### config.mk
export PLATFORM = sky130hd
export DESIGN_NAME = resp_result
export DESIGN_NICKNAME = d
export VERILOG_FILES = /design/src/hw/memreq_pkg.sv /design/src/hw/resp_result.sv
export SDC_FILE = /design/constraint.sdc
export NUM_CORES = 1
export LEC_CHECK = 0
export BUFFER_PORTS_ARGS = -buffer_cell sky130_fd_sc_hd__buf_2
export CORE_MARGIN = 5
export CORE_UTILIZATION = 25
export DETAILED_ROUTE_END_ITERATION = 10
export GPL_TIMING_DRIVEN = 0
export PLACE_DENSITY = 0.47
export SETUP_SLACK_MARGIN = 0.3
export SLEW_MARGIN = 15
export SYNTH_ARGS = -nofsm -noshare
export SYNTH_HDL_FRONTEND = slang
export SYNTH_SLANG_ARGS = --single-unit
### constraint.sdc
create_clock -name mclk -period 5.7 [get_ports mclk]
set_input_delay 0.57 -clock mclk [delete_from_list [all_inputs] [get_ports mclk]]
set_output_delay 0.57 -clock mclk [all_outputs]
set_load 0.05 [all_outputs]
### src/hw/memreq_pkg.sv
package memreq_pkg;

  // Store geometry and request limits
  localparam int ADDR_BITS      = 8;
  localparam int MAX_WORDS      = 16;
  localparam int RD_LATENCY     = 2;
  localparam int RES_FIFO_DEPTH = 4;

  // Derived counter widths
  localparam int WCNT_BITS     = $clog2(MAX_WORDS);
  localparam int PTR_BITS      = $clog2(RES_FIFO_DEPTH);
  localparam int CREDIT_BITS   = $clog2(RES_FIFO_DEPTH) + 1;  // Holds 0..DEPTH
  localparam int INFLIGHT_BITS = $clog2(RD_LATENCY + 1);

  // Opcodes and reply bytes
  localparam logic [7:0] OP_WRITE = 8'h01;
  localparam logic [7:0] OP_READ  = 8'h02;
  localparam logic [7:0] ACK_OK   = 8'h00;
  localparam logic [7:0] ACK_BAD  = 8'hFF;

  // Decoder states
  localparam logic [1:0] DEC_HDR     = 2'd0;
  localparam logic [1:0] DEC_WDATA   = 2'd1;
  localparam logic [1:0] DEC_DISCARD = 2'd2;

  // Executor states
  localparam logic [1:0] EXE_IDLE  = 2'd0;
  localparam logic [1:0] EXE_WRITE = 2'd1;
  localparam logic [1:0] EXE_READ  = 2'd2;
  localparam logic [1:0] EXE_STAT  = 2'd3;

  typedef logic [7:0]           data_byte_t;
  typedef logic [31:0]          mem_word_t;
  typedef logic [ADDR_BITS-1:0] word_addr_t;

  // Command header with byte 3 arriving first on the stream
  typedef union packed {
    data_byte_t [3:0] bytes;
    struct packed {
      logic [7:0]  opcode;
      logic [7:0]  len_m1;  // Words minus one
      logic [15:0] addr;
    } f;
  } cmd_hdr_u;

endpackage

### src/hw/resp_result.sv
`timescale 1ns/100ps
module resp_result (
  input  logic                   mclk,
  input  logic                   arst_n,

  input  logic                   word_valid_i,
  input  memreq_pkg::mem_word_t  word_i,
  input  logic                   word_last_i,
  output logic                   word_pop_o,
  input  logic                   stat_valid_i,
  output logic                   stat_ready_o,
  input  memreq_pkg::data_byte_t stat_byte_i,

  output logic                   m_tvalid_o,
  input  logic                   m_tready_i,
  output logic                   m_tlast_o,
  output memreq_pkg::data_byte_t m_tdata_o
);
  import memreq_pkg::*;

  mem_word_t               fifo_q [RES_FIFO_DEPTH];
  logic [RES_FIFO_DEPTH-1:0] last_q;
  logic [PTR_BITS-1:0]     wr_ptr_q, rd_ptr_q;
  logic [CREDIT_BITS-1:0]  count_q;
  logic [1:0]              byte_idx_q;  // Next byte of head word
  logic                    fifo_empty;
  logic                    word_beat;
  mem_word_t               head_word;

  assign fifo_empty = (count_q == '0);
  assign head_word  = fifo_q[rd_ptr_q];
  assign word_beat  = ~fifo_empty & m_tready_i;
  assign word_pop_o = word_beat & (byte_idx_q == 2'd3);

  // Status bytes only go out with no read data pending
  assign stat_ready_o = fifo_empty & m_tready_i;

  assign m_tvalid_o = ~fifo_empty | stat_valid_i;
  assign m_tdata_o  = fifo_empty ? stat_byte_i : head_word[8*byte_idx_q +: 8];
  assign m_tlast_o  = fifo_empty | (last_q[rd_ptr_q] & (byte_idx_q == 2'd3));

  always_ff @(posedge mclk) begin
    if (word_valid_i) begin
      fifo_q[wr_ptr_q] <= word_i;
      last_q[wr_ptr_q] <= word_last_i;
    end
  end

  always_ff @(posedge mclk or negedge arst_n) begin
    if (!arst_n) begin
      wr_ptr_q   <= '0;
      rd_ptr_q   <= '0;
      count_q    <= '0;
      byte_idx_q <= 2'd0;
    end else begin
      if (word_valid_i) begin
        wr_ptr_q <= wr_ptr_q + 1'b1;
      end
      if (word_beat) begin
        byte_idx_q <= byte_idx_q + 2'd1;  // Wraps after byte 3
      end
      if (word_pop_o) begin
        rd_ptr_q <= rd_ptr_q + 1'b1;
      end
      count_q <= count_q + CREDIT_BITS'(word_valid_i) - CREDIT_BITS'(word_pop_o);
    end
  end

  // Executor credits should keep every push within the FIFO
  no_overflow_a: assert property (@(posedge mclk) disable iff (!arst_n)
    word_valid_i |-> count_q < CREDIT_BITS'(RES_FIFO_DEPTH));

endmodule

==> results.cfg, run 1 <==
[detailed_routing]
drt_pass1_iterations = 4
wire_per_inst_um = 18.5
drt-total-wl_mm = 12.0
drc_errors = 0
final_antenna_net_count = 0
drtIter0Drc = 197
viasPerCell = 4.19
vias = 2702

[critical_path]
timing.rr.start = count_q[1]$_DFF_PN0_
critPathCaptureType = output pin
cp.arrival_ns = 2.67
r2r_cells = 9
worstReg2RegEnd = count_q[2]$_DFF_PN0_
max_stage_delay_ns = 0.56
crit_required_ns = 5.13
cp-start-kind = flop
reg2reg_slack_ns = 3.10
crit_fanout = 10
critPathKind = reg2out
path_cells = buf_6 > clkbuf_1 > mux4_2 > mux2i_1 > o22ai_1 > a21o_1 > buf_2
slowest_stage = clkbuf_1

[timing]
min_period_ns = 3.24
finClkSkew_ns = 0.00797
hold_violations = 0
setup_viol = 0
fmax_ghz = 0.309
drv_slew = 0
fin_hold_ws_ns = 0.367
slew_headroom_pct = 42.6
setup_tns_ns = 0
tightest_slew_ns = 0.861
fin_crit_sh_pct = 56.9
rsz0062_at_grt = no

[placed_design]
portBuffers = 57
gp_congestion = 0.682
placed_area_um2 = 6330
dpl.hpwl_mm = 8.26

[final_layout]
multi_input_area_um2 = 1320
area_growth_pct = 23.8
drive_gt1_share_pct = 35.9
antenna_cells = 0
regArea_um2 = 4190
nets = 406
design_area_um2 = 6940
fill_cells = 2098

[clocking]
numCtsBuffers = 17
cts_tree = done
root_buffer = clkbuf_16
clock_sinks = 141
insertion_delay_ns = 0.41
clockBufferDepth = 2
path_clk_slew_ns = 0.06
cts-htree-levels = 4
post_cts.repair.setup_buffers = 0

[power]
netSwitchingFraction_pct = 34.4
power_density_nw_per_um2 = 571
leakagePower_nw = 2.48
p_sw_mw = 1.36
intPower_mw = 2.60
clkPwrFrac_pct = 28.0
ir_worst_vdd_mv = 0.457
seq_power_share_pct = 35.9
comb_power_share_pct = 36.1

[logic_synthesis]
yosysSeqAreaShare_pct = 74.7
synth_ff_type = edfxtp_1
yosys.area.top_type = edfxtp_1
synth_most_common_cell = edfxtp_1
yosys-top-cells-count = edfxtp_1 (132), mux4_2 (28), mux2i_1 (17)
synth_area_leaders = edfxtp_1 (71%), mux4_2 (11%), dfrtp_1 (4.0%)
async_reset_ff_share_pct = 6.38
yosysWarnings = 0
avgSynthCellArea_um2 = 20.7
synthCells = 271
synth_edf_count = 132
yosysTopAreaCellShare_pct = 70.7
syn-num-nets = 325
ys_ff_latch = 141
syn_area_um2 = 5610
synth.distinct_cells = 32

[floorplanning]
fp.dieH_um = 160
ios = 58
rows = 54
die_width_um = 160
start_util_pct = 25.5
coreArea_um2 = 22000
fp.dieArea_um2 = 25500

[grt]
grt_overflow_total = 0
antenna_found_initial = 0
grt_pass1_vias = 3001
grt_max_degree = 27
grt_use_total_pct = 9.84
grt_pass1_wl_mm = 18.5

[hold_path]
min_to = fifo_q[0][11]$_DFFE_PP_
hp-start = word_i[11]
holdPathStages = 1
hp-class = in2reg

[flow_run]
drv_cap = 0

[outcome]
status = completed
[placed cells by master, fill, tap and decap left out, types with 4 or more instances in the layout]
master	n
edfxtp_1	132
buf_2	62
mux4_2	28
mux2i_1	17
clkbuf_16	17
nand2_1	12
dfrtp_1	9
inv_1	7
ha_1	7
clkbuf_1	6
o22ai_1	5
a21o_1	5
and2_2	4
xnor2_1	4
[timing repair]
action | CTS | global route
gates resized for setup | 0 | 0
hold buffers | 1 | 0
hold endpoints to repair | 4 | 0
[power by group through the flow]
stage / Combinational, mW / Sequential (mW) / Clock (mW)
final: 1.43 / 1.42 / 1.11
after global routing: 1.56 / 1.44 / 1.18
after CTS: 1.48 / 1.42 / 1.13
after detailed placement: 1.47 / 1.44 / 0
after global placement: 1.41 / 1.45 / 0
after floorplan: 1.05 / 1.43 / 0
[how the worst max path moves through the flow]
| stage | start | end | cells past startpoint |
|---|---|---|---|
| after floorplan | count_q[1]$_DFF_PN0_ | count_q[2]$_DFF_PN0_ | 9 |
| after global placement | rd_ptr_q[1]$_DFFE_PN0P_ | m_tdata_o[2] | 7 |
| after detailed placement | rd_ptr_q[1]$_DFFE_PN0P_ | m_tdata_o[2] | 7 |
| after CTS | rd_ptr_q[1]$_DFFE_PN0P_ | m_tdata_o[2] | 7 |
| after global routing | rd_ptr_q[1]$_DFFE_PN0P_ | m_tdata_o[2] | 7 |
| final | rd_ptr_q[1]$_DFFE_PN0P_ | m_tdata_o[2] | 7 |
[through the flow]
step | setup slack [ns] | power [mW] | std cells | util, %
finish | 2.46 | 3.96 | 645 | 31.6
global route | 2.29 | 4.18 | 645 | 31.6
CTS | 2.37 | 4.03 | 645 | 31.6
detailed placement | 2.82 | 2.92 | 612 | 28.8
global placement | 2.87 | 2.85 | 608 | 28.4
floorplan | 3.09 | 2.48 | 271 | -
[metal layers]
| layer | vias up | GRT usage [%] | share of wire, % |
|---|---|---|---|
| met5 | - | 0 | 0 |
| met1 | 1362 | 12.9 | 46 |
| met2 | 60 | 15.8 | 49 |
| met4 | 0 | 3.20 | 1.1 |
| li1 | 1267 | - | - |
| met3 | 13 | 2.81 | 3.9 |
[worst max-delay path: cells and delay by family (launching register included)]
family	cells	cell delay, ns
DFF	1	0.34
muxes	2	0.64
AOI/OAI and AO/OA	2	0.33
buffers and inverters	3	0.93
[registers in the layout (all words and copies together) (netlist names)]
name        count
wr_ptr_q        2
count_q         3
rd_ptr_q        2
last_q          4
byte_idx_q      2
fifo_q        128
[layout make-up]
class                   count  share of cell area (%)
flip-flops and latches    141                    60.3
multi-input cells         110                    19.0
clock buffers              18                    6.18
repair buffers             62                    5.52
well taps                 280                    5.05
clock inverters            14                    2.42
plain buffers              13                    1.12
inverters                   7                   0.379
[logic make-up (layout without fill, tap and decap cells)]
logic type,after synthesis,count (layout),share of synthesized area [%]
AO/OA/AOI/OAI,18,18,2.16
XOR/XNOR,6,6,0.937
adder cells (fa/ha/maj),8,8,1.92
buffers and inverters,20,114,1.85
flip-flops,141,141,74.7
multiplexers,49,49,15.9
AND/OR/NAND/NOR,29,29,2.52
No activity file was read; power rests on OpenSTA's default activity.
==> inputs of run 2 (changes only) <==
--- a/config.mk
+++ b/config.mk
@@ -5,6 +5,7 @@
 export SDC_FILE = /design/constraint.sdc
 export NUM_CORES = 1
 export LEC_CHECK = 0
+export ABC_AREA = 1
 export BUFFER_PORTS_ARGS = -buffer_cell sky130_fd_sc_hd__buf_2
 export CORE_MARGIN = 5
 export CORE_UTILIZATION = 25
==> constraint.sdc (replaced) <==
create_clock -name mclk -period 3.3 [get_ports mclk]
set_input_delay 0.33 -clock mclk [delete_from_list [all_inputs] [get_ports mclk]]
set_output_delay 0.33 -clock mclk [all_outputs]
set_load 0.05 [all_outputs]
==> run 2 against run 1 <==
Against the previous run: critical path type unchanged; sequential share of layout area decreased by 2.9 points; utilization down 0.44 points; cell area rose by 5.1%; combinational power up 110%; flip-flop and latch count unchanged; wire length is 28% higher; clock skew is 0.0027 ns higher; first-iteration DRC count increased by 30%; largest cell class unchanged; count of clock-buffer cells in the layout decreased by 1; setup slack lost 1.9 ns; clock power rose by 64%; critical path depth rose by 3.
==> results.cfg, run 2 <==
[logic_synthesis]
synth_mux_area_share_pct = 0
async_reset_ff_share_pct = 6.38
synth_most_common_cell = nand2_1
synth_area_leaders = edfxtp_1 (67%), nand2_1 (13%), nand3_1 (8.3%)
synth.distinct_cells = 21
synth_ff_type = edfxtp_1
synth_fa_ha_area_share_pct = 1.81
avgSynthCellArea_um2 = 11.4
yosysSeqAreaShare_pct = 70.5
yosysWarnings = 0
synth-compound-area-share_pct = 0.337
synth_top_family_by_area = simple AND/OR/NAND/NOR gates
ys_ff_latch = 141
synth_edf_count = 132
synthCells = 522
yosys-top-cells-count = nand2_1 (202), edfxtp_1 (132), nand3_1 (98)
yosysTopAreaCellShare_pct = 66.7
yosys.area.top_type = edfxtp_1
syn_area_um2 = 5940
synth-simple-area-share_pct = 21.6
syn-num-nets = 576
synth_xor_area_share_pct = 0.885

[clocking]
clock_sinks = 141
clockBufferDepth = 2
numCtsBuffers = 17
cts_tree = done
insertion_delay_ns = 0.42
path_clk_slew_ns = 0.06
cts-htree-levels = 4
root_buffer = clkbuf_16
post_cts.repair.setup_buffers = 0

[timing]
fin_crit_sh_pct = 82.2
rsz0062_at_grt = no
setup_viol = 0
setup_tns_ns = 0
fmax_ghz = 0.369
finClkSkew_ns = 0.0107
fin_hold_ws_ns = 0.126
tightest_slew_ns = 0.602
hold_violations = 0
slew_headroom_pct = 59.9
fin_ws_ns = 0.586
drv_slew = 0
min_period_ns = 2.71

[critical_path]
endpoint = m_tdata_o[0]
cp-start-kind = flop
crit_buf_inv = 4
worstReg2RegEnd = count_q[2]$_DFF_PN0_
cp.arrival_ns = 2.38
max_stage_delay_ns = 0.38
r2r_cells = 10
crit_required_ns = 2.97
cp_num_cells = 10
crit_path_start = byte_idx_q[0]$_DFFE_PN0P_
critPathCaptureType = output pin
reg2reg_slack_ns = 0.67
critPathKind = reg2out
critPathMostFrequentCell = nand2_1
path_cells = buf_2 > inv_1 > buf_2 > nand3_1 > nand2_1 > nand2_1 > nand2_1 > nand2_1 > nand2_1 > buf_2
crit_fanout = 10
path_delay_family = buffers and inverters
slowest_stage = dfrtp_1
timing.rr.start = count_q[1]$_DFF_PN0_

[floorplanning]
rows = 56
ios = 58
fp.dieArea_um2 = 26900
coreArea_um2 = 23400
start_util_pct = 25.4
fp.dieH_um = 164
die_width_um = 164

[final_layout]
reg_top3 = fifo_q (128), last_q (4), count_q (3)
layout_common_cells = nand2_1 (202), edfxtp_1 (132), nand3_1 (98), buf_2 (73), inv_1 (23)
drive_gt1_share_pct = 20.0
area_growth_pct = 22.8
nets = 657
design_area_um2 = 7290
regMostFlops = fifo_q
final_common_cell = nand2_1
fin_util_pct = 31.2
largest_register_ff_count = 128
antenna_cells = 0

[power]
clkPwrFrac_pct = 25.0
comb_power_share_pct = 41.1
power_density_nw_per_um2 = 997
intPower_mw = 4.29
netSwitchingFraction_pct = 40.9
ir_worst_vdd_mv = 0.436
seq_power_share_pct = 33.9
p_sw_mw = 2.98
leakagePower_nw = 2.93

[placed_design]
dpl.hpwl_mm = 10.7
gp_congestion = 0.765
place_ws_ns = 0.649
placed_area_um2 = 6710
portBuffers = 57

[detailed_routing]
final_antenna_net_count = 0
viasPerCell = 4.18
vias = 3903
drtIter0Drc = 257
drt-total-wl_mm = 15.3
drt_pass1_iterations = 4
wire_per_inst_um = 16.4
drc_errors = 0

[hold_path]
hp-class = in2reg

[grt]
grt_pass1_vias = 4143
grt_use_total_pct = 11.9
grt_pass1_wl_mm = 23.5
grt_overflow_total = 0
grt_max_degree = 25
antenna_found_initial = 0

[outcome]
status = completed

[flow_run]
drv_cap = 0
## run 2: cell types whose count changed after synthesis, moves of 11 or more
cell,before,now
nand2_1,12,202
nand3_1,3,98
mux4_2,28,0
inv_1,7,27
mux2i_1,17,0
buf_2,5,16
## run 2: repair_timing
action / in CTS / in global routing
endpoints found under the hold margin: 9 / 0
hold buffers: 1 / 0
gates resized for setup: 0 / 0
## run 2: power by group through the flow
stage / logic, mW / clock network, mW / registers [mW]
floorplan: 2.03 / 0 / 2.48
finish: 2.99 / 1.82 / 2.46
global placement: 2.93 / 0 / 2.51
global route: 3.33 / 1.93 / 2.50
detailed placement: 3.04 / 0 / 2.50
CTS: 3.06 / 1.86 / 2.47
## run 2: metal layers
layer	wire length, µm	track usage [%]	up-vias	part of all wire [%]
li1	-	-	1933	-
met1	6840	15.2	1875	45
met2	7550	19.9	86	49
met3	784	2.91	9	5.1
met4	138	3.66	0	0.90
met5	0	0	-	0
## run 2: worst min-delay path by stage
stage | startpoint | end | slack, ns | depth (start not counted)
global route | word_i[1] | fifo_q[2][1]$_DFFE_PP_ | 0.11 | 1
finish | word_i[1] | fifo_q[2][1]$_DFFE_PP_ | 0.13 | 1
detailed placement | arst_n | count_q[0]$_DFF_PN0_ | 0.20 | 1
floorplan | arst_n | byte_idx_q[0]$_DFFE_PN0P_ | 0.03 | 0
global placement | arst_n | count_q[0]$_DFF_PN0_ | 0.19 | 1
CTS | word_i[9] | fifo_q[3][9]$_DFFE_PP_ | 0.10 | 1
## run 2: final cells by class
| cell class | instances | area (µm²) |
|---|---|---|
| buffer | 28 | 174 |
| clock buffer | 17 | 425 |
| clock inverter | 14 | 146 |
| fill | 2408 | 16100 |
| inverter | 30 | 113 |
| multi-input combinational | 323 | 1470 |
| sequential | 141 | 4190 |
| tap | 319 | 399 |
| timing repair buffer | 62 | 383 |
## run 2: cell families (layout without fill, tap and decap cells)
logic type / count (synthesis) / in the layout
fa+ha+maj: 8 / 8
compound gates: 4 / 4
flops: 141 / 141
simple gates: 305 / 305
xor+xnor: 6 / 6
buf+inv: 58 / 151
## run 2: per-stage QoR
| stage | instances | total power [mW] |
|---|---|---|
| 2_1_floorplan | 522 | 4.51 |
| 3_3_place_gp | 898 | 5.44 |
| 3_5_place_dp | 902 | 5.54 |
| 4_1_cts | 934 | 7.38 |
| 5_1_grt | 934 | 7.76 |
| 6_report | 934 | 7.27 |
