$ cat src/hw/memreq_pkg.sv
package memreq_pkg;

  // Store geometry and request limits
  localparam int ADDR_BITS      = 8;
  localparam int MAX_WORDS      = 16;
  localparam int RD_LATENCY     = 2;
  localparam int RES_FIFO_DEPTH = 4;

  // Derived counter widths
  localparam int WCNT_BITS     = $clog2(MAX_WORDS);
  localparam int PTR_BITS      = $clog2(RES_FIFO_DEPTH);
  localparam int CREDIT_BITS   = $clog2(RES_FIFO_DEPTH) + 1;  // Holds 0..DEPTH
  localparam int INFLIGHT_BITS = $clog2(RD_LATENCY + 1);

  // Opcodes and reply bytes
  localparam logic [7:0] OP_WRITE = 8'h01;
  localparam logic [7:0] OP_READ  = 8'h02;
  localparam logic [7:0] ACK_OK   = 8'h00;
  localparam logic [7:0] ACK_BAD  = 8'hFF;

  // Decoder states
  localparam logic [1:0] DEC_HDR     = 2'd0;
  localparam logic [1:0] DEC_WDATA   = 2'd1;
  localparam logic [1:0] DEC_DISCARD = 2'd2;

  // Executor states
  localparam logic [1:0] EXE_IDLE  = 2'd0;
  localparam logic [1:0] EXE_WRITE = 2'd1;
  localparam logic [1:0] EXE_READ  = 2'd2;
  localparam logic [1:0] EXE_STAT  = 2'd3;

  typedef logic [7:0]           data_byte_t;
  typedef logic [31:0]          mem_word_t;
  typedef logic [ADDR_BITS-1:0] word_addr_t;

  // Command header with byte 3 arriving first on the stream
  typedef union packed {
    data_byte_t [3:0] bytes;
    struct packed {
      logic [7:0]  opcode;
      logic [7:0]  len_m1;  // Words minus one
      logic [15:0] addr;
    } f;
  } cmd_hdr_u;

endpackage

$ cat src/hw/req_execute.sv
`timescale 1ns/100ps
module req_execute (
  input  logic                   mclk,
  input  logic                   arst_n,

  input  logic                   hdr_valid_i,
  output logic                   hdr_ready_o,
  input  memreq_pkg::cmd_hdr_u   hdr_i,
  input  logic                   wr_valid_i,
  output logic                   wr_ready_o,
  input  memreq_pkg::mem_word_t  wr_word_i,

  output logic                   wr_en_o,
  output logic                   rd_en_o,
  output memreq_pkg::word_addr_t addr_o,
  output memreq_pkg::mem_word_t  wdata_o,
  input  logic                   rd_data_valid_i,
  input  memreq_pkg::mem_word_t  rd_data_i,

  output logic                   word_valid_o,
  output memreq_pkg::mem_word_t  word_o,
  output logic                   word_last_o,
  input  logic                   word_pop_i,
  output logic                   stat_valid_o,
  input  logic                   stat_ready_i,
  output memreq_pkg::data_byte_t stat_byte_o
);
  import memreq_pkg::*;

  logic [1:0]               state_q;
  word_addr_t               addr_q;
  data_byte_t               stat_q;
  logic [WCNT_BITS-1:0]     left_q;      // Words remaining, minus one
  logic [CREDIT_BITS-1:0]   credits_q;   // Free result FIFO slots
  logic [INFLIGHT_BITS-1:0] inflight_q;  // Reads issued, data not back yet
  logic [RD_LATENCY-1:0]    last_pipe_q;
  logic                     step;
  logic                     final_word;

  assign hdr_ready_o = (state_q == EXE_IDLE);
  assign wr_ready_o  = (state_q == EXE_WRITE);
  assign wr_en_o     = wr_valid_i & wr_ready_o;
  assign rd_en_o     = (state_q == EXE_READ) && (credits_q != '0);
  assign addr_o      = addr_q;
  assign wdata_o     = wr_word_i;
  assign step        = wr_en_o | rd_en_o;
  assign final_word  = (left_q == '0);

  assign word_valid_o = rd_data_valid_i;
  assign word_o       = rd_data_i;
  assign word_last_o  = last_pipe_q[RD_LATENCY-1];  // Lines up with store data

  // Reply only once earlier read data has reached the result FIFO
  assign stat_valid_o = (state_q == EXE_STAT) && (inflight_q == '0);
  assign stat_byte_o  = stat_q;

  always_ff @(posedge mclk) begin
    if (hdr_valid_i && hdr_ready_o) begin
      addr_q <= hdr_i.f.addr[ADDR_BITS-1:0];
      stat_q <= (hdr_i.f.opcode == OP_WRITE) ? ACK_OK : ACK_BAD;
    end else if (step) begin
      addr_q <= addr_q + 1'b1;  // Wraps at store depth
    end
  end

  always_ff @(posedge mclk or negedge arst_n) begin
    if (!arst_n) begin
      state_q     <= EXE_IDLE;
      left_q      <= '0;
      credits_q   <= CREDIT_BITS'(RES_FIFO_DEPTH);
      inflight_q  <= '0;
      last_pipe_q <= '0;
    end else begin
      credits_q   <= credits_q - CREDIT_BITS'(rd_en_o) + CREDIT_BITS'(word_pop_i);
      inflight_q  <= inflight_q + INFLIGHT_BITS'(rd_en_o) - INFLIGHT_BITS'(rd_data_valid_i);
      last_pipe_q <= {last_pipe_q[RD_LATENCY-2:0], rd_en_o & final_word};
      case (state_q)
        EXE_IDLE: begin
          if (hdr_valid_i) begin
            left_q <= hdr_i.f.len_m1[WCNT_BITS-1:0];
            case (hdr_i.f.opcode)
              OP_WRITE: state_q <= EXE_WRITE;
              OP_READ:  state_q <= EXE_READ;
              default:  state_q <= EXE_STAT;  // Straight to ACK_BAD
            endcase
          end
        end
        EXE_WRITE, EXE_READ: begin
          if (step) begin
            left_q <= left_q - 1'b1;
            if (final_word) begin
              state_q <= (state_q == EXE_WRITE) ? EXE_STAT : EXE_IDLE;
            end
          end
        end
        default: begin
          if (stat_valid_o && stat_ready_i) begin
            state_q <= EXE_IDLE;
          end
        end
      endcase
    end
  end

  // Pops from the result stage must never push credits past the FIFO size
  credit_range_a: assert property (@(posedge mclk) disable iff (!arst_n)
    credits_q <= CREDIT_BITS'(RES_FIFO_DEPTH));

  store_excl_a: assert property (@(posedge mclk) disable iff (!arst_n)
    !(wr_en_o && rd_en_o));

endmodule

$ cat config.mk
export PLATFORM = sky130hd
export DESIGN_NAME = req_execute
export DESIGN_NICKNAME = d
export VERILOG_FILES = /design/src/hw/memreq_pkg.sv /design/src/hw/req_execute.sv
export SDC_FILE = /design/constraint.sdc
export NUM_CORES = 1
export LEC_CHECK = 0
export BUFFER_PORTS_ARGS = -buffer_cell sky130_fd_sc_hd__buf_4
export CORE_MARGIN = 1
export CORE_UTILIZATION = 33
export DETAILED_ROUTE_END_ITERATION = 12
export GPL_TIMING_DRIVEN = 0
export PLACE_DENSITY = 0.79
export SYNTH_ARGS = -nofsm -noshare
export SYNTH_HDL_FRONTEND = slang
export SYNTH_SLANG_ARGS = --single-unit
$ cat constraint.sdc
create_clock -name mclk -period 1.9 [get_ports mclk]
set_input_delay 0.19 -clock mclk [delete_from_list [all_inputs] [get_ports mclk]]
set_output_delay 0.19 -clock mclk [all_outputs]
set_load 0.005 [all_outputs]
==> reports/metrics.yaml, run 1 <==
status:
  result_of_the_run: "finished clean"
clock_network:
  cts.path.max_buffers: 2
  number_of_buffers_added_by_the_clock_tree_synthesis_step: 3
  cts.sinks: 22
  tritoncts_clock_tree: "built"
  htreeDepth: 1
  clockRootBuffer: "sky130_fd_sc_hd__clkbuf_8"
  clk_latency_ns: 0.27
  clk_pin_slew_ns: 0.08
die:
  boundaryPins: 190
  die_width_um: 77.2
  floorplan.die.height_um: 77.2
  floorplan.initialDensity_pct: 34.1
  die_area_sq_mm: 0.00596
  design.core.area_sq_mm: 0.00547
  rows: 27
grt:
  via_count_of_the_first_global_routing_pass: 1489
  grt_pass1_wl_um: 6350
  gr-usage-all-layers_pct: 13.1
  grt-ovfl-total: 0
  grt_antenna_before_repair: 0
  largest_net_degree_at_the_start_of_global_routing: 14
worst_setup_path:
  cp_data_arrival_time_ns: 2.00
  cp_max_fo: 4
  setup.worst_path.end_class: "register"
  timing.critical_path.required_ns: 2.06
  critical_path.max_stage_delay_ns: 0.40
  path_delay_family: "compound AO/OA/AOI/OAI gates"
  worstPathBufferInverterCount: 1
  worstSetupStartpointType: "register"
  critPathKind: "reg2reg"
  timing.critical_path.cells: "inv_1 -> ha_2 -> or3b_4 -> a221oi_4 -> nand3_1 -> a32o_1"
  slowest_stage: "sky130_fd_sc_hd__dfrtp_1"
drt:
  dr_total_vias: 1717
  routedWlPerCell_um: 10.6
  post-route-drc-count: 0
  dr.pass1.iters: 4
  drt_iter0_markers: 37
  routed_wl_um: 4180
  antenna_left: 0
  drt-vias-per-instance: 4.37
logic_synthesis:
  postSynthCellCount: 195
  synth.top_cell.area_share_pct: 29.0
  synthDistinctLibCells: 39
  ys_ff_latch: 22
  yosysMostFrequentCell: "sky130_fd_sc_hd__buf_4"
  netlist_area_sq_mm: 0.00187
  postSynthNetCount: 307
  synth-main-ff-cell: "sky130_fd_sc_hd__dfrtp_1"
  synth_top_cells_by_area: "sky130_fd_sc_hd__buf_4, sky130_fd_sc_hd__dfrtp_1, sky130_fd_sc_hd__edfxtp_1"
  seq_area_frac_synth_pct: 32.0
  synth.top_cells.by_count: "sky130_fd_sc_hd__buf_4, sky130_fd_sc_hd__dfrtp_1, sky130_fd_sc_hd__a21oi_1, sky130_fd_sc_hd__nor2_1"
  synth.yosys.warnings: 0
  synth-edff-count: 9
  post_synth.cell_area_avg_sq_um: 9.57
  synth_top_cell_by_area: "sky130_fd_sc_hd__buf_4"
  async_flop_share_pct: 59.1
sta:
  grt_setup_unrepaired: "yes"
  report.final.slew_viol_count: 0
  achievable-frequency_mhz: 543
  final.min_clock_period_ns: 1.84
  finalSetupViolations: 0
  slew-limit-headroom_pct: 80.6
  final_min_period_over_clock_period_pct: 97.0
  hold_ws_ns: 0.153
  hold_viol_final: 0
  worst-slew-pin-transition_ns: 0.288
  clock_skew_ns: 0.00208
run:
  max-cap-violations: 0
place:
  dp.final_hpwl_um: 3390
  post_dp_area_sq_mm: 0.00281
  port-buffer-count: 113
  gp_congestion: 0.797
cells_and_area:
  syn_to_final_growth_pct: 60.3
  layout.filler_cells: 475
  finalNetCount: 434
  post_route_cell_area_sq_mm: 0.00299
  final_util_pct: 54.7
  antenna_cells: 0
  drive_above_1_share_pct: 67.9
min_path:
  hold_class: "in2reg"
power_and_ir_drop:
  pwr_density_mw_per_mm2: 1250
  leakagePower_nw: 1.52
  finalPower_mw: 3.73
  vdd_drop_max_uv: 804
==> final timing paths <==
| path | from | to | slack, ns | cells after the start |
|---|---|---|---|---|
| max in group asynchronous | arst_n | credits_q[2] | 1.38 | 2 |
| setup reg to reg | left_q[0] | state_q[0] | 0.06 | 6 |
| hold / removal | word_pop_i | credits_q[0] | 0.15 | 2 |
| setup / recovery | left_q[0] | state_q[0] | 0.06 | 6 |
| min in group asynchronous | arst_n | inflight_q[0] | 0.29 | 2 |
| hold reg to reg | last_pipe_q[0] | last_pipe_q[1] | 0.36 | 0 |
==> stage by stage <==
step | cells | setup TNS (ns) | worst slack, ns
2_1_floorplan | 195 | 0 | 0.0154
3_3_place_gp | 380 | -2.28 | -0.265
3_5_place_dp | 380 | -2.73 | -0.294
4_1_cts | 391 | -0.0294 | -0.0294
5_1_grt | 393 | -0.00807 | -0.00495
6_report | 393 | 0 | 0.0573
==> cells by family after synthesis <==
logic type      synth area share, %
mux                            1.68
buf+inv                        31.4
fa+ha+maj                      6.43
xor+xnor                       5.16
compound gates                 9.85
flops                          32.0
simple gates                   13.5
==> power by group <==
part | internal (mW) | switching [mW] | total [mW]
Clock | 0.282 | 0.157 | 0.439
Combinational | 1.24 | 0.978 | 2.22
Sequential | 0.825 | 0.243 | 1.07
==> flip-flops by register name (all words and copies together), names as in the netlist <==
| signal | cells |
|---|---|
| addr_o | 8 |
| credits_q | 3 |
| inflight_q | 2 |
| last_pipe_q | 2 |
| left_q | 4 |
| stat_byte_o | 1 |
| state_q | 2 |
==> what timing repair did <==
action / 4_1_cts / 5_1_grt
hold endpoints to repair: 13 / 0
resized for setup: 5 / 10
hold buffers: 1 / 0
buffers inserted: 6 / 2
setup endpoints to repair: 15 / 15
pin swaps: 2 / 5
==> layout by cell type, fill, tap and decap left out, types with 2 or more instances in the layout <==
cell,count
sky130_fd_sc_hd__nand2b_1,2
sky130_fd_sc_hd__nand3b_1,3
sky130_fd_sc_hd__xor2_1,6
sky130_fd_sc_hd__dfrtp_1,11
sky130_fd_sc_hd__buf_4,193
sky130_fd_sc_hd__mux2i_1,2
sky130_fd_sc_hd__inv_1,9
sky130_fd_sc_hd__clkbuf_8,3
sky130_fd_sc_hd__a21oi_1,11
sky130_fd_sc_hd__nor2_1,10
sky130_fd_sc_hd__nand2_1,3
sky130_fd_sc_hd__ha_1,4
sky130_fd_sc_hd__and3_1,3
sky130_fd_sc_hd__edfxtp_1,9
sky130_fd_sc_hd__xnor2_1,4
sky130_fd_sc_hd__nand3_1,9
sky130_fd_sc_hd__ha_2,3
sky130_fd_sc_hd__o21ai_0,4
==> metal layers <==
metal	global-route usage (%)	vias up	share of wire [%]	wire, um
li1	-	835	-	-
met1	13.2	776	36	1500
met2	25.1	101	52	2170
met3	4.88	5	11	476
met4	2.83	0	0.81	34
met5	0	-	0	0
==> layout make-up <==
type / instances / area (sq um) / area share (%)
Clock buffer: 3 / 41.3 / 1.38
Multi-Input combinational cell: 89 / 723 / 24.2
Sequential cell: 22 / 598 / 20.0
Clock inverter: 1 / 30.0 / 1.00
Timing Repair Buffer: 122 / 918 / 30.7
Inverter: 10 / 37.5 / 1.25
Buffer: 74 / 553 / 18.5
Tap cell: 72 / 90.1 / 3.01
Power figures use the tool's default switching activity.
==> run 2: changes to the inputs <==
- CORE_MARGIN: 1 -> 4
==> reports/metrics.yaml, run 2 (synthesis results as in run 1) <==
drt:
  drt-vias-per-instance: 4.27
  post-route-drc-count: 0
  antenna_left: 0
  dr.pass1.iters: 4
  routedWlPerCell_um: 12.1
  dr_total_vias: 1682
  drt_iter0_markers: 36
  routed_wl_um: 4780
power_and_ir_drop:
  vdd_drop_max_uv: 875
  pwr_density_mw_per_mm2: 1270
  pwr-share-comb_pct: 60.2
  pwr-share-seq_pct: 28.2
  switching_share_pct: 37.2
  clock_power_share_pct: 11.6
  power_report.internal_total_mw: 2.40
  finalPower_mw: 3.82
  p_switching_mw: 1.42
  leakagePower_nw: 1.53
worst_setup_path:
  critPathKind: "reg2reg"
  worstPathBufferInverterCount: 2
  setup.worst_path.end_class: "register"
  worstSetupStartpointType: "register"
  path_delay_family: "adder cells"
  critical_path.max_stage_delay_ns: 0.45
  cp_data_arrival_time_ns: 2.07
  cp_max_fo: 4
  timing.critical_path.required_ns: 2.09
  slowest_stage: "sky130_fd_sc_hd__dfrtp_2"
  timing.critical_path.cells: "ha_4 -> buf_4 -> mux2i_1 -> ha_2 -> inv_2 -> fa_2 -> xnor2_2 -> xnor2_1"
clock_network:
  clk_latency_ns: 0.26
  number_of_buffers_added_by_the_clock_tree_synthesis_step: 3
  cts.sinks: 22
  tritoncts_clock_tree: "built"
  cts.path.max_buffers: 2
  clk_pin_slew_ns: 0.08
  clockRootBuffer: "sky130_fd_sc_hd__clkbuf_8"
  htreeDepth: 1
sta:
  grt_setup_unrepaired: "yes"
  final_ws_setup_ns: 0.0294
  final_min_period_over_clock_period_pct: 98.5
  slew-limit-headroom_pct: 75.1
  final.min_clock_period_ns: 1.87
  hold_viol_final: 0
  hold_ws_ns: 0.158
  worst-slew-pin-transition_ns: 0.372
  report.final.slew_viol_count: 0
  finalSetupViolations: 0
  clock_skew_ns: 0.00171
  achievable-frequency_mhz: 535
cells_and_area:
  syn_to_final_growth_pct: 61.3
  final_cells: 394
  antenna_cells: 0
  largest_reg_flops: 8
  finalNetCount: 435
  final_common_cell: "sky130_fd_sc_hd__buf_4"
  drive_above_1_share_pct: 68.9
  layout.filler_cells: 532
  most-common-layout-cells: "sky130_fd_sc_hd__buf_4, sky130_fd_sc_hd__nor2_1, sky130_fd_sc_hd__a21oi_1, sky130_fd_sc_hd__dfrtp_1"
  final_util_pct: 54.7
die:
  die_area_sq_mm: 0.00692
  die_width_um: 83.2
  design.core.area_sq_mm: 0.00551
  floorplan.die.height_um: 83.2
  rows: 27
  boundaryPins: 190
  floorplan.initialDensity_pct: 33.9
grt:
  via_count_of_the_first_global_routing_pass: 1623
  gr-usage-all-layers_pct: 12.7
  grt-ovfl-total: 0
  largest_net_degree_at_the_start_of_global_routing: 14
  grt_pass1_wl_um: 7540
  grt_antenna_before_repair: 0
run:
  max-cap-violations: 0
place:
  gp_congestion: 0.757
  dp.final_hpwl_um: 3990
  dpl_worst_slack_ns: -0.357
  port-buffer-count: 113
  placedCellCount: 380
status:
  result_of_the_run: "finished clean"
min_path:
  hold_class: "in2reg"
[run 2: timing repair]
| action | 4_1_cts | 5_1_grt |
|---|---|---|
| endpoints found under the hold margin | 13 | 0 |
| pin swaps | 1 | 5 |
| hold buffers | 1 | 0 |
| buffers inserted | 6 | 3 |
| setup endpoints to repair | 15 | 15 |
| resized for setup | 5 | 13 |
[run 2: power by group through the flow]
| stage | registers [mW] | clock network, mW | logic, mW |
|---|---|---|---|
| final | 1.08 | 0.443 | 2.30 |
| after global routing | 1.11 | 0.478 | 2.58 |
| after CTS | 1.06 | 0.451 | 2.15 |
| after detailed placement | 1.08 | 0 | 1.97 |
| after global placement | 1.06 | 0 | 1.90 |
| after floorplan | 1.04 | 0 | 1.34 |
[run 2: worst paths after layout]
path                            cells past startpoint              to  slack, ns           start
max in group asynchronous                           2    credits_q[2]       1.35          arst_n
worst max-delay path                                8    credits_q[2]       0.03      state_q[1]
worst min register to register                      0  last_pipe_q[1]       0.36  last_pipe_q[0]
worst min-delay path                                2    credits_q[0]       0.16      word_pop_i
min in group asynchronous                           2       left_q[3]       0.31          arst_n
worst max register to register                      8    credits_q[2]       0.03      state_q[1]
[run 2: cell type report]
class / instances / area (sq um) / area share (%)
timing repair buffer: 123 / 926 / 30.8
multi-input combinational: 89 / 733 / 24.4
sequential: 22 / 599 / 19.9
buffer: 74 / 551 / 18.3
tap: 72 / 90.1 / 2.99
clock buffer: 3 / 41.3 / 1.37
inverter: 10 / 40.0 / 1.33
clock inverter: 1 / 30.0 / 0.998
[run 2: per-stage QoR]
step                area, sq um  setup TNS (ns)
global placement           2810           -2.72
global route               3010         -0.0874
detailed placement         2810           -3.33
finish                     3010               0
CTS                        2940         -0.0272
floorplan                  1870               0
[run 2: per-layer routing]
| layer | part of all wire [%] | wire length, um | vias to the layer above | track usage [%] |
|---|---|---|---|---|
| li1 | - | - | 836 | - |
| met1 | 36 | 1710 | 748 | 14.3 |
| met2 | 51 | 2460 | 98 | 22.6 |
| met3 | 13 | 616 | 0 | 6.25 |
| met4 | 0 | 0 | 0 | 0.892 |
| met5 | 0 | 0 | - | 0 |
