===== config.mk =====
export PLATFORM = sky130hd
export DESIGN_NAME = cmd_decode
export DESIGN_NICKNAME = d
export VERILOG_FILES = /design/src/hw/memreq_pkg.sv /design/src/hw/cmd_decode.sv
export SDC_FILE = /design/constraint.sdc
export NUM_CORES = 1
export LEC_CHECK = 0
export BUFFER_PORTS_ARGS = -buffer_cell sky130_fd_sc_hd__buf_4
export CORE_ASPECT_RATIO = 0.8
export CORE_UTILIZATION = 46
export DETAILED_ROUTE_END_ITERATION = 8
export PLACE_DENSITY_LB_ADDON = 0.2
export SLEW_MARGIN = 15
export SYNTH_ARGS = -nofsm -noshare
export SYNTH_HDL_FRONTEND = slang
export SYNTH_SLANG_ARGS = --single-unit

===== constraint.sdc =====
create_clock -name mclk -period 1.65 [get_ports mclk]
set_input_delay 0.33 -clock mclk [delete_from_list [all_inputs] [get_ports mclk]]
set_output_delay 0.33 -clock mclk [all_outputs]
set_load 0.05 [all_outputs]

===== src/hw/memreq_pkg.sv =====
package memreq_pkg;

  // Store geometry and request limits
  localparam int ADDR_BITS      = 8;
  localparam int MAX_WORDS      = 16;
  localparam int RD_LATENCY     = 2;
  localparam int RES_FIFO_DEPTH = 4;

  // Derived counter widths
  localparam int WCNT_BITS     = $clog2(MAX_WORDS);
  localparam int PTR_BITS      = $clog2(RES_FIFO_DEPTH);
  localparam int CREDIT_BITS   = $clog2(RES_FIFO_DEPTH) + 1;  // Holds 0..DEPTH
  localparam int INFLIGHT_BITS = $clog2(RD_LATENCY + 1);

  // Opcodes and reply bytes
  localparam logic [7:0] OP_WRITE = 8'h01;
  localparam logic [7:0] OP_READ  = 8'h02;
  localparam logic [7:0] ACK_OK   = 8'h00;
  localparam logic [7:0] ACK_BAD  = 8'hFF;

  // Decoder states
  localparam logic [1:0] DEC_HDR     = 2'd0;
  localparam logic [1:0] DEC_WDATA   = 2'd1;
  localparam logic [1:0] DEC_DISCARD = 2'd2;

  // Executor states
  localparam logic [1:0] EXE_IDLE  = 2'd0;
  localparam logic [1:0] EXE_WRITE = 2'd1;
  localparam logic [1:0] EXE_READ  = 2'd2;
  localparam logic [1:0] EXE_STAT  = 2'd3;

  typedef logic [7:0]           data_byte_t;
  typedef logic [31:0]          mem_word_t;
  typedef logic [ADDR_BITS-1:0] word_addr_t;

  // Command header with byte 3 arriving first on the stream
  typedef union packed {
    data_byte_t [3:0] bytes;
    struct packed {
      logic [7:0]  opcode;
      logic [7:0]  len_m1;  // Words minus one
      logic [15:0] addr;
    } f;
  } cmd_hdr_u;

endpackage


===== src/hw/cmd_decode.sv =====
`timescale 1ns/100ps
module cmd_decode (
  input  logic                   mclk,
  input  logic                   arst_n,

  input  logic                   s_tvalid_i,
  output logic                   s_tready_o,
  input  logic                   s_tlast_i,
  input  memreq_pkg::data_byte_t s_tdata_i,

  output logic                   hdr_valid_o,
  input  logic                   hdr_ready_i,
  output memreq_pkg::cmd_hdr_u   hdr_o,

  output logic                   wr_valid_o,
  input  logic                   wr_ready_i,
  output memreq_pkg::mem_word_t  wr_word_o
);
  import memreq_pkg::*;

  logic [1:0]           state_q;
  logic [1:0]           byte_cnt_q;
  logic [WCNT_BITS-1:0] words_left_q;  // Write words still to come, minus one
  logic                 rdy_en_q;
  logic                 hdr_valid_q;
  logic                 wr_valid_q;
  cmd_hdr_u             hdr_q;
  mem_word_t            word_q;
  logic                 beat;
  logic                 last_byte;

  // Hold off the host while a header or word sits unaccepted
  assign s_tready_o  = rdy_en_q & ~hdr_valid_q & ~wr_valid_q;
  assign beat        = s_tvalid_i & s_tready_o;
  assign last_byte   = (byte_cnt_q == 2'd3);

  assign hdr_valid_o = hdr_valid_q;
  assign hdr_o       = hdr_q;
  assign wr_valid_o  = wr_valid_q;
  assign wr_word_o   = word_q;

  always_ff @(posedge mclk) begin
    if (beat && state_q == DEC_HDR) begin
      hdr_q.bytes[2'd3 - byte_cnt_q] <= s_tdata_i;  // Opcode lands in byte 3
    end
    if (beat && state_q == DEC_WDATA) begin
      word_q[8*byte_cnt_q +: 8] <= s_tdata_i;  // LSB first
    end
  end

  always_ff @(posedge mclk or negedge arst_n) begin
    if (!arst_n) begin
      state_q      <= DEC_HDR;
      byte_cnt_q   <= 2'd0;
      words_left_q <= '0;
      rdy_en_q     <= 1'b0;
      hdr_valid_q  <= 1'b0;
      wr_valid_q   <= 1'b0;
    end else begin
      rdy_en_q <= 1'b1;
      if (hdr_valid_q && hdr_ready_i) begin
        hdr_valid_q <= 1'b0;
      end
      if (wr_valid_q && wr_ready_i) begin
        wr_valid_q <= 1'b0;
      end
      if (beat) begin
        case (state_q)
          DEC_HDR: begin
            byte_cnt_q <= byte_cnt_q + 2'd1;
            if (last_byte) begin
              hdr_valid_q <= 1'b1;  // Passed on even for a bad opcode
              if (hdr_q.f.opcode == OP_WRITE) begin
                words_left_q <= hdr_q.f.len_m1[WCNT_BITS-1:0];
                state_q      <= DEC_WDATA;
              end else if (hdr_q.f.opcode != OP_READ && !s_tlast_i) begin
                state_q <= DEC_DISCARD;
              end
            end
          end
          DEC_WDATA: begin
            byte_cnt_q <= byte_cnt_q + 2'd1;
            if (last_byte) begin
              wr_valid_q   <= 1'b1;
              words_left_q <= words_left_q - 1'b1;
              if (words_left_q == '0) begin
                state_q <= DEC_HDR;
              end
            end
          end
          DEC_DISCARD: begin
            if (s_tlast_i) begin
              state_q <= DEC_HDR;  // Drop through end of frame
            end
          end
          default: state_q <= DEC_HDR;
        endcase
      end
    end
  end

  // Header must not change under the executor while it is offered
  hdr_stable_a: assert property (@(posedge mclk) disable iff (!arst_n)
    hdr_valid_o && !hdr_ready_i |=> $stable(hdr_o));

endmodule


==> flow_summary_export.csv, run 1 <==
group,metric,value,unit
sta,min_period_over_period,107,%
synthesis,async_flop_share,14.7,%
run,drv_cap,0,
floorplan,die-area,0.00671,mm2
sta,finalWorstSetupSlack,-0.122,ns
floorplan,rows,25,
sta,fmax,0.564,GHz
detailed_routing,post-route-drc-count,0,
floorplan,fp.coreArea,0.00604,mm2
power_and_ir_drop,p_total,5.17,mW
clock_tree,cts_buffers,9,
synthesis,ys_types,36,
synthesis,yosysMostFrequentCell,"edfxtp_1",
synthesis,synth_flop_cell,"edfxtp_1",
synthesis,synthTopCellsByCount,"edfxtp_1 (64), and2_1 (35), dfrtp_1 (11)",
floorplan,die_w,91.3,um
status,violations,"negative setup slack",
global_routing,grt_pass1_wl,9.63,mm
clock_tree,cts.sinks,75,
detailed_routing,drt_first_iter_violations,92,
layout,area_growth,41.1,%
synthesis,syn-num-nets,206,
clock_tree,ctsHtreeMaxLevel,3,
clock_tree,root_buffer,"clkbuf_8",
hold_path,hp-class,"in2reg",
placed_design,gp_congestion,0.792,
detailed_routing,post_drt_wl_per_cell,16.6,um
synthesis,synth_seq_cells,75,
sta,finClkSkew,0.00575,ns
detailed_routing,first_pass_iters,4,
sta,hold_viol,0,
floorplan,io_pins,81,
layout,num_antenna_cells,0,
clock_tree,clk_latency,0.35,ns
synthesis,synth_top_area_share,65.4,%
clock_tree,clk_pin_slew,0.07,ns
synthesis,ys_seq_area_share,74.8,%
synthesis,synth_edf_count,64,
clock_tree,cts_tree,"done",
placed_design,place_ws,-0.135,ns
worst_setup_path,worstPathMaxFanout,4,
detailed_routing,antenna_left,0,
synthesis,synth_cells,183,
detailed_routing,routed_via_density,5.03,
global_routing,grt_pass1_vias,1825,
layout,drive_gt1_share,47.4,%
global_routing,globalRouteOverflowTotal,0,
synthesis,syn-cell-area,0.00294,mm2
floorplan,fp.dieH,73.5,um
worst_setup_path,startpoint_type,"flop",
detailed_routing,routed_wirelength,6.37,mm
clock_tree,clockBufferDepth,2,
synthesis,synth_top_area_cell,"edfxtp_1",
global_routing,grt_max_degree,16,
worst_setup_path,cp.arrival,2.00,ns
worst_setup_path,worstSetupEndpointType,"flop",
sta,setup_violations,4,
detailed_routing,num_vias,1925,
worst_setup_path,worstSetupPathType,"reg2reg",
placed_design,dp_hpwl,4.35,mm
sta,period_minus_slack,1.77,ns
sta,drv_slew,0,
power_and_ir_drop,vdd_ir_drop_max,695,uV
power_and_ir_drop,powerDensity,1250,mW/mm2
placed_design,port_buffers,80,
power_and_ir_drop,p_leak,1.70,nW
layout,finish.utilization,68.6,%
synthesis,synthTopCellsByArea,"edfxtp_1 (65%), dfrtp_1 (9.4%), and2_1 (7.5%), ha_1 (3.8%), and3_1 (1.1%)",
status,outcome,"complete, but fails checks",
global_routing,antenna_found_initial,0,
synthesis,syn_avg_cell_area,16.0,um2
worst_setup_path,required,1.88,ns
synthesis,yosysWarningCount,0,
floorplan,start_util,48.6,%
sta,rsz0062_at_grt,"true",
global_routing,grt_usage,20.4,%
layout,fin_nets,320,
## worst paths after layout
kind                             start               to  slack (ns)  cells after the start
max in group asynchronous       arst_n      hdr_valid_o        1.12                      2
max reg2reg                  hdr_o[28]  words_left_q[2]       -0.12                      5
min reg2reg                  hdr_o[19]  words_left_q[3]        0.57                      1
max                          hdr_o[28]  words_left_q[2]       -0.12                      5
min                        hdr_ready_i      hdr_valid_o        0.16                      2
min in group asynchronous       arst_n    byte_cnt_q[0]        0.36                      2
## logic make-up (layout without fill, tap and decap cells)
kind of cell               Yosys count  count (layout)  synth area share [%]
AOI/OAI and AO/OA                   16              16                  3.66
xor gates and xnor gates             2               2                 0.597
adders and majority gates            9               9                  3.83
buffers and inverters                7             126                 0.895
DFF                                 75              75                  74.8
muxes                                1               1                 0.341
other                                1               1                 0.128
and+or+nand+nor                     72              72                  15.7
## worst max-delay path, cell delays in order (launching register included)
cell and delay, ns:
edfxtp_1 0.41, or4_4 0.55, nor4_4 0.13, buf_4 0.19, nand3b_4 0.09, o221a_1 0.28
## where the power goes
part | internal [mW] | total [mW] | leakage [nW] | switching (mW)
clock | 0.691 | 1.35 | 0.0950 | 0.661
sequential | 2.25 | 2.33 | 0.715 | 0.0784
combinational | 0.662 | 1.49 | 0.892 | 0.830
## layout make-up
type / instances / area [um2]
Clock inverter: 7 / 68.8
Tap cell: 81 / 101
Clock buffer: 9 / 124
Sequential cell: 75 / 2200
Multi-Input combinational cell: 101 / 827
Timing Repair Buffer: 104 / 800
Fill cell: 416 / 1890
Inverter: 6 / 22.5
## state kept, by name (all words and copies together) (netlist names)
signal        flops
rdy_en_q          1
hdr_o            32
wr_valid_o        1
state_q           2
wr_word_o        32
byte_cnt_q        2
words_left_q      4
hdr_valid_o       1
## routing by layer
layer / wire length (um) / track usage (%) / up-vias
met5: 0 / 0 / -
met4: 50 / 7.58 / 0
met3: 452 / 7.97 / 4
met2: 2960 / 31.7 / 69
met1: 2910 / 26.4 / 953
li1: - / - / 899
## layout by cell type (no fill, tap or decap), drive strengths merged, types with 2 or more instances in the layout
cell type    n
nor3         4
clkbuf       9
and3         5
and2        35
o22ai        3
o21a         2
nor2         6
dfrtp       11
nand3        3
nand2        4
o221a        2
o21ai        5
nor3b        3
buf        103
inv          6
ha           9
nand2b       3
edfxtp      64
clkinvlp     2
clkinv       4
a21oi        2
## through the flow
stage,setup TNS [ns],hold WS (ns),area (um2),cells
final,-0.292,0.161,4140,383
after global routing,-0.493,0.144,4140,383
after CTS,-0.401,0.141,4070,382
after detailed placement,-2.38,0.173,3820,361
after global placement,-1.20,0.173,3820,361
after floorplan,-0.929,0.0344,2970,183
## what timing repair did
action | in CTS | in global routing
hold endpoints to repair | 11 | 0
setup endpoints to repair | 43 | 60
pin swaps | 3 | 7
hold buffers | 1 | 0
resized for setup | 5 | 12
buffers inserted | 4 | 1
Note: power is estimated with default switching activity, not from simulation.
==> inputs of run 2 (changes only) <==
--- a/config.mk
+++ b/config.mk
@@ -5,9 +5,11 @@
 export SDC_FILE = /design/constraint.sdc
 export NUM_CORES = 1
 export LEC_CHECK = 0
+export ABC_AREA = 1
+export ABC_CLOCK_PERIOD_IN_PS = 1650
 export BUFFER_PORTS_ARGS = -buffer_cell sky130_fd_sc_hd__buf_4
 export CORE_ASPECT_RATIO = 0.8
-export CORE_UTILIZATION = 46
+export CORE_UTILIZATION = 47
 export DETAILED_ROUTE_END_ITERATION = 8
 export PLACE_DENSITY_LB_ADDON = 0.2
 export SLEW_MARGIN = 15
==> flow_summary_export.csv, run 2 <==
group,metric,value,unit
layout,multi_input_area,701,um2
layout,register_area,0.00220,mm2
synthesis,syn_avg_cell_area,12.9,um2
worst_setup_path,cp.arrival,1.58,ns
sta,finClkSkew,0.00733,ns
synthesis,syn-cell-area,0.00304,mm2
layout,final_cell_mix,"buf_4 (92), edfxtp_1 (64), nand2_1 (32), nor2_1 (31), inv_1 (30)",
detailed_routing,post-route-drc-count,0,
synthesis,async_flop_share,14.7,%
sta,hold_viol,0,
power_and_ir_drop,p_int,3.63,mW
global_routing,globalRouteOverflowTotal,0,
worst_setup_path,startpoint_type,"flop",
power_and_ir_drop,p_switching,1.87,mW
hold_path,hp-class,"in2reg",
status,outcome,"complete, no violations",
power_and_ir_drop,vdd_ir_drop_max,927,uV
power_and_ir_drop,p_clk_share,29.1,%
sta,rsz0062_at_grt,"false",
power_and_ir_drop,seq_power_share,43.0,%
synthesis,yosysMostFrequentCell,"edfxtp_1",
clock_tree,cts_buffers,9,
floorplan,start_util,50.0,%
placed_design,gp_congestion,0.840,
worst_setup_path,cp-startpoint,"byte_cnt_q[0]",
layout,drive_gt1_share,38.1,%
run,drv_cap,0,
layout,area_growth,34.0,%
synthesis,synth_edf_count,64,
layout,num_antenna_cells,0,
global_routing,antenna_found_initial,0,
detailed_routing,routed_via_density,4.65,
power_and_ir_drop,p_total,5.50,mW
power_and_ir_drop,swShare,34.1,%
clock_tree,clk_pin_slew,0.08,ns
worst_setup_path,worstSetupPathType,"reg2reg",
detailed_routing,first_pass_iters,4,
clock_tree,cts_tree,"done",
sta,min_period_over_period,91.9,%
sta,fmax,0.659,GHz
synthesis,synth_top_area_share,63.3,%
clock_tree,clockBufferDepth,2,
power_and_ir_drop,power_frac_comb,28.0,%
floorplan,rows,25,
detailed_routing,num_vias,1976,
detailed_routing,drt_first_iter_violations,122,
floorplan,die_w,91.9,um
synthesis,synthTopCellsByCount,"edfxtp_1 (64), nand2_1 (32), nor2_1 (31)",
clock_tree,post_cts_buffers,0,
clock_tree,cts.sinks,75,
detailed_routing,antenna_left,0,
synthesis,synth_cells,236,
sta,setup_violations,0,
sta,drv_slew,0,
layout,nFillCells,469,
worst_setup_path,r2r_setup_slack,0.13,ns
synthesis,ys_types,22,
floorplan,die-area,0.00679,mm2
power_and_ir_drop,powerDensity,1350,mW/mm2
global_routing,grt_pass1_wl,9.84,mm
placed_design,port_buffers,80,
detailed_routing,routed_wirelength,6.27,mm
synthesis,synth_flop_cell,"edfxtp_1",
clock_tree,clk_latency,0.35,ns
worst_setup_path,crit-reg2reg-launch,"byte_cnt_q[0]",
hold_path,hold_start,"wr_ready_i",
detailed_routing,post_drt_wl_per_cell,14.8,um
layout,final_common_cell,"buf_4",
worst_setup_path,rr_worst_depth,5,
global_routing,grt_pass1_vias,1932,
floorplan,fp.coreArea,0.00607,mm2
synthesis,synthTopCellsByArea,"edfxtp_1 (63%), dfrtp_1 (9.1%), nand2_1 (4.0%), nor2_1 (3.8%), ha_1 (3.7%)",
worst_setup_path,r2r_end,"hdr_o[25]",
synthesis,ys_seq_area_share,72.4,%
synthesis,synth_seq_cells,75,
floorplan,fp.dieH,73.9,um
global_routing,grt_usage,20.2,%
global_routing,grt_max_degree,16,
floorplan,io_pins,81,
sta,totalNegativeSetupSlack,0,ns
hold_path,min_path_cells,2,
layout,fin_nets,362,
clock_tree,root_buffer,"clkbuf_8",
power_and_ir_drop,p_leak,1.79,nW
hold_path,min_to,"wr_valid_o",
synthesis,synth_top_area_cell,"edfxtp_1",
synthesis,yosysWarningCount,0,
clock_tree,ctsHtreeMaxLevel,3,
worst_setup_path,worstPathMaxFanout,11,
worst_setup_path,required,1.71,ns
placed_design,dp_hpwl,4.56,mm
worst_setup_path,worstSetupEndpointType,"flop",
synthesis,syn-num-nets,259,
sta,period_minus_slack,1.52,ns
## run 2: cell count changes after synthesis, sizes merged, moves of 2 or more
cell,previous run,this run
nand2,4,38
nor2,6,39
and2,35,0
o21a,2,0
nor3b,3,0
a21oi,2,0
nor3,4,16
nand2b,3,0
and3,5,0
o221a,2,0
inv,6,37
nand3,3,11
## run 2: how the worst max path moves through the flow
stage	to	cells after the start
floorplan	hdr_o[10]	5
global placement	wr_word_o[30]	6
detailed placement	wr_word_o[5]	5
CTS	wr_word_o[5]	5
global route	wr_word_o[9]	5
finish	hdr_o[25]	5
## run 2: critical path, stage by stage (launching register included)
cell and delay (ns):
dfrtp_1 0.39, inv_2 0.19, ha_1 0.26, inv_1 0.10
nor2_1 0.11, buf_4 0.17
## run 2: per-layer routing
layer  vias to the layer above  wire [um]  global-route usage [%]
met2                        68       2880                    30.6
met3                        12        417                    8.18
met5                         -          0                       0
li1                        986          -                       -
met4                         0        129                    7.12
met1                       910       2850                    26.5
## run 2: cell type report
| cell class | count | area share, % |
|---|---|---|
| multi-input cells | 123 | 17.2 |
| well taps | 81 | 2.49 |
| inverters | 37 | 3.41 |
| repair buffers | 93 | 17.2 |
| clock inverters | 7 | 2.58 |
| clock buffers | 9 | 3.05 |
| flip-flops and latches | 75 | 54.0 |
## run 2: logic make-up (layout without fill, tap and decap cells)
family                   count (synthesis)  count (layout)  share of synthesized area [%]
buffers and inverters                   38             146                           4.70
adder cells (fa/ha/maj)                  9               9                           3.71
AO/OA/AOI/OAI                            7               7                           1.24
flip-flops                              75              75                           72.4
other                                    1               1                          0.124
XOR/XNOR                                 2               2                          0.577
AND/OR/NAND/NOR                        104             104                           17.3
## run 2: what timing repair did
| item | 4_1_cts | 5_1_grt |
|---|---|---|
| endpoints found under the setup margin | 0 | 7 |
| hold endpoints to repair | 11 | 0 |
| resized for setup | 0 | 1 |
| hold buffers | 1 | 0 |
## run 2: per-stage QoR
step | util [%] | instances | hold slack (ns) | setup slack, ns | area [um2]
final | 67.0 | 425 | 0.159 | 0.133 | 4070
after floorplan | - | 236 | 0.0344 | -0.138 | 3040
after CTS | 66.9 | 425 | 0.136 | 0.0831 | 4060
after detailed placement | 63.0 | 408 | 0.174 | 0.0952 | 3820
after global routing | 67.0 | 425 | 0.156 | 0.0299 | 4070
after global placement | 63.0 | 408 | 0.176 | 0.171 | 3820
## run 2: power groups by stage
stage               clock (mW)  combinational, mW  sequential [mW]
floorplan                    0              0.859             2.63
global placement             0               1.50             2.41
detailed placement           0               1.53             2.40
CTS                       1.64               1.54             2.36
global route              1.69               1.72             2.38
finish                    1.60               1.54             2.36
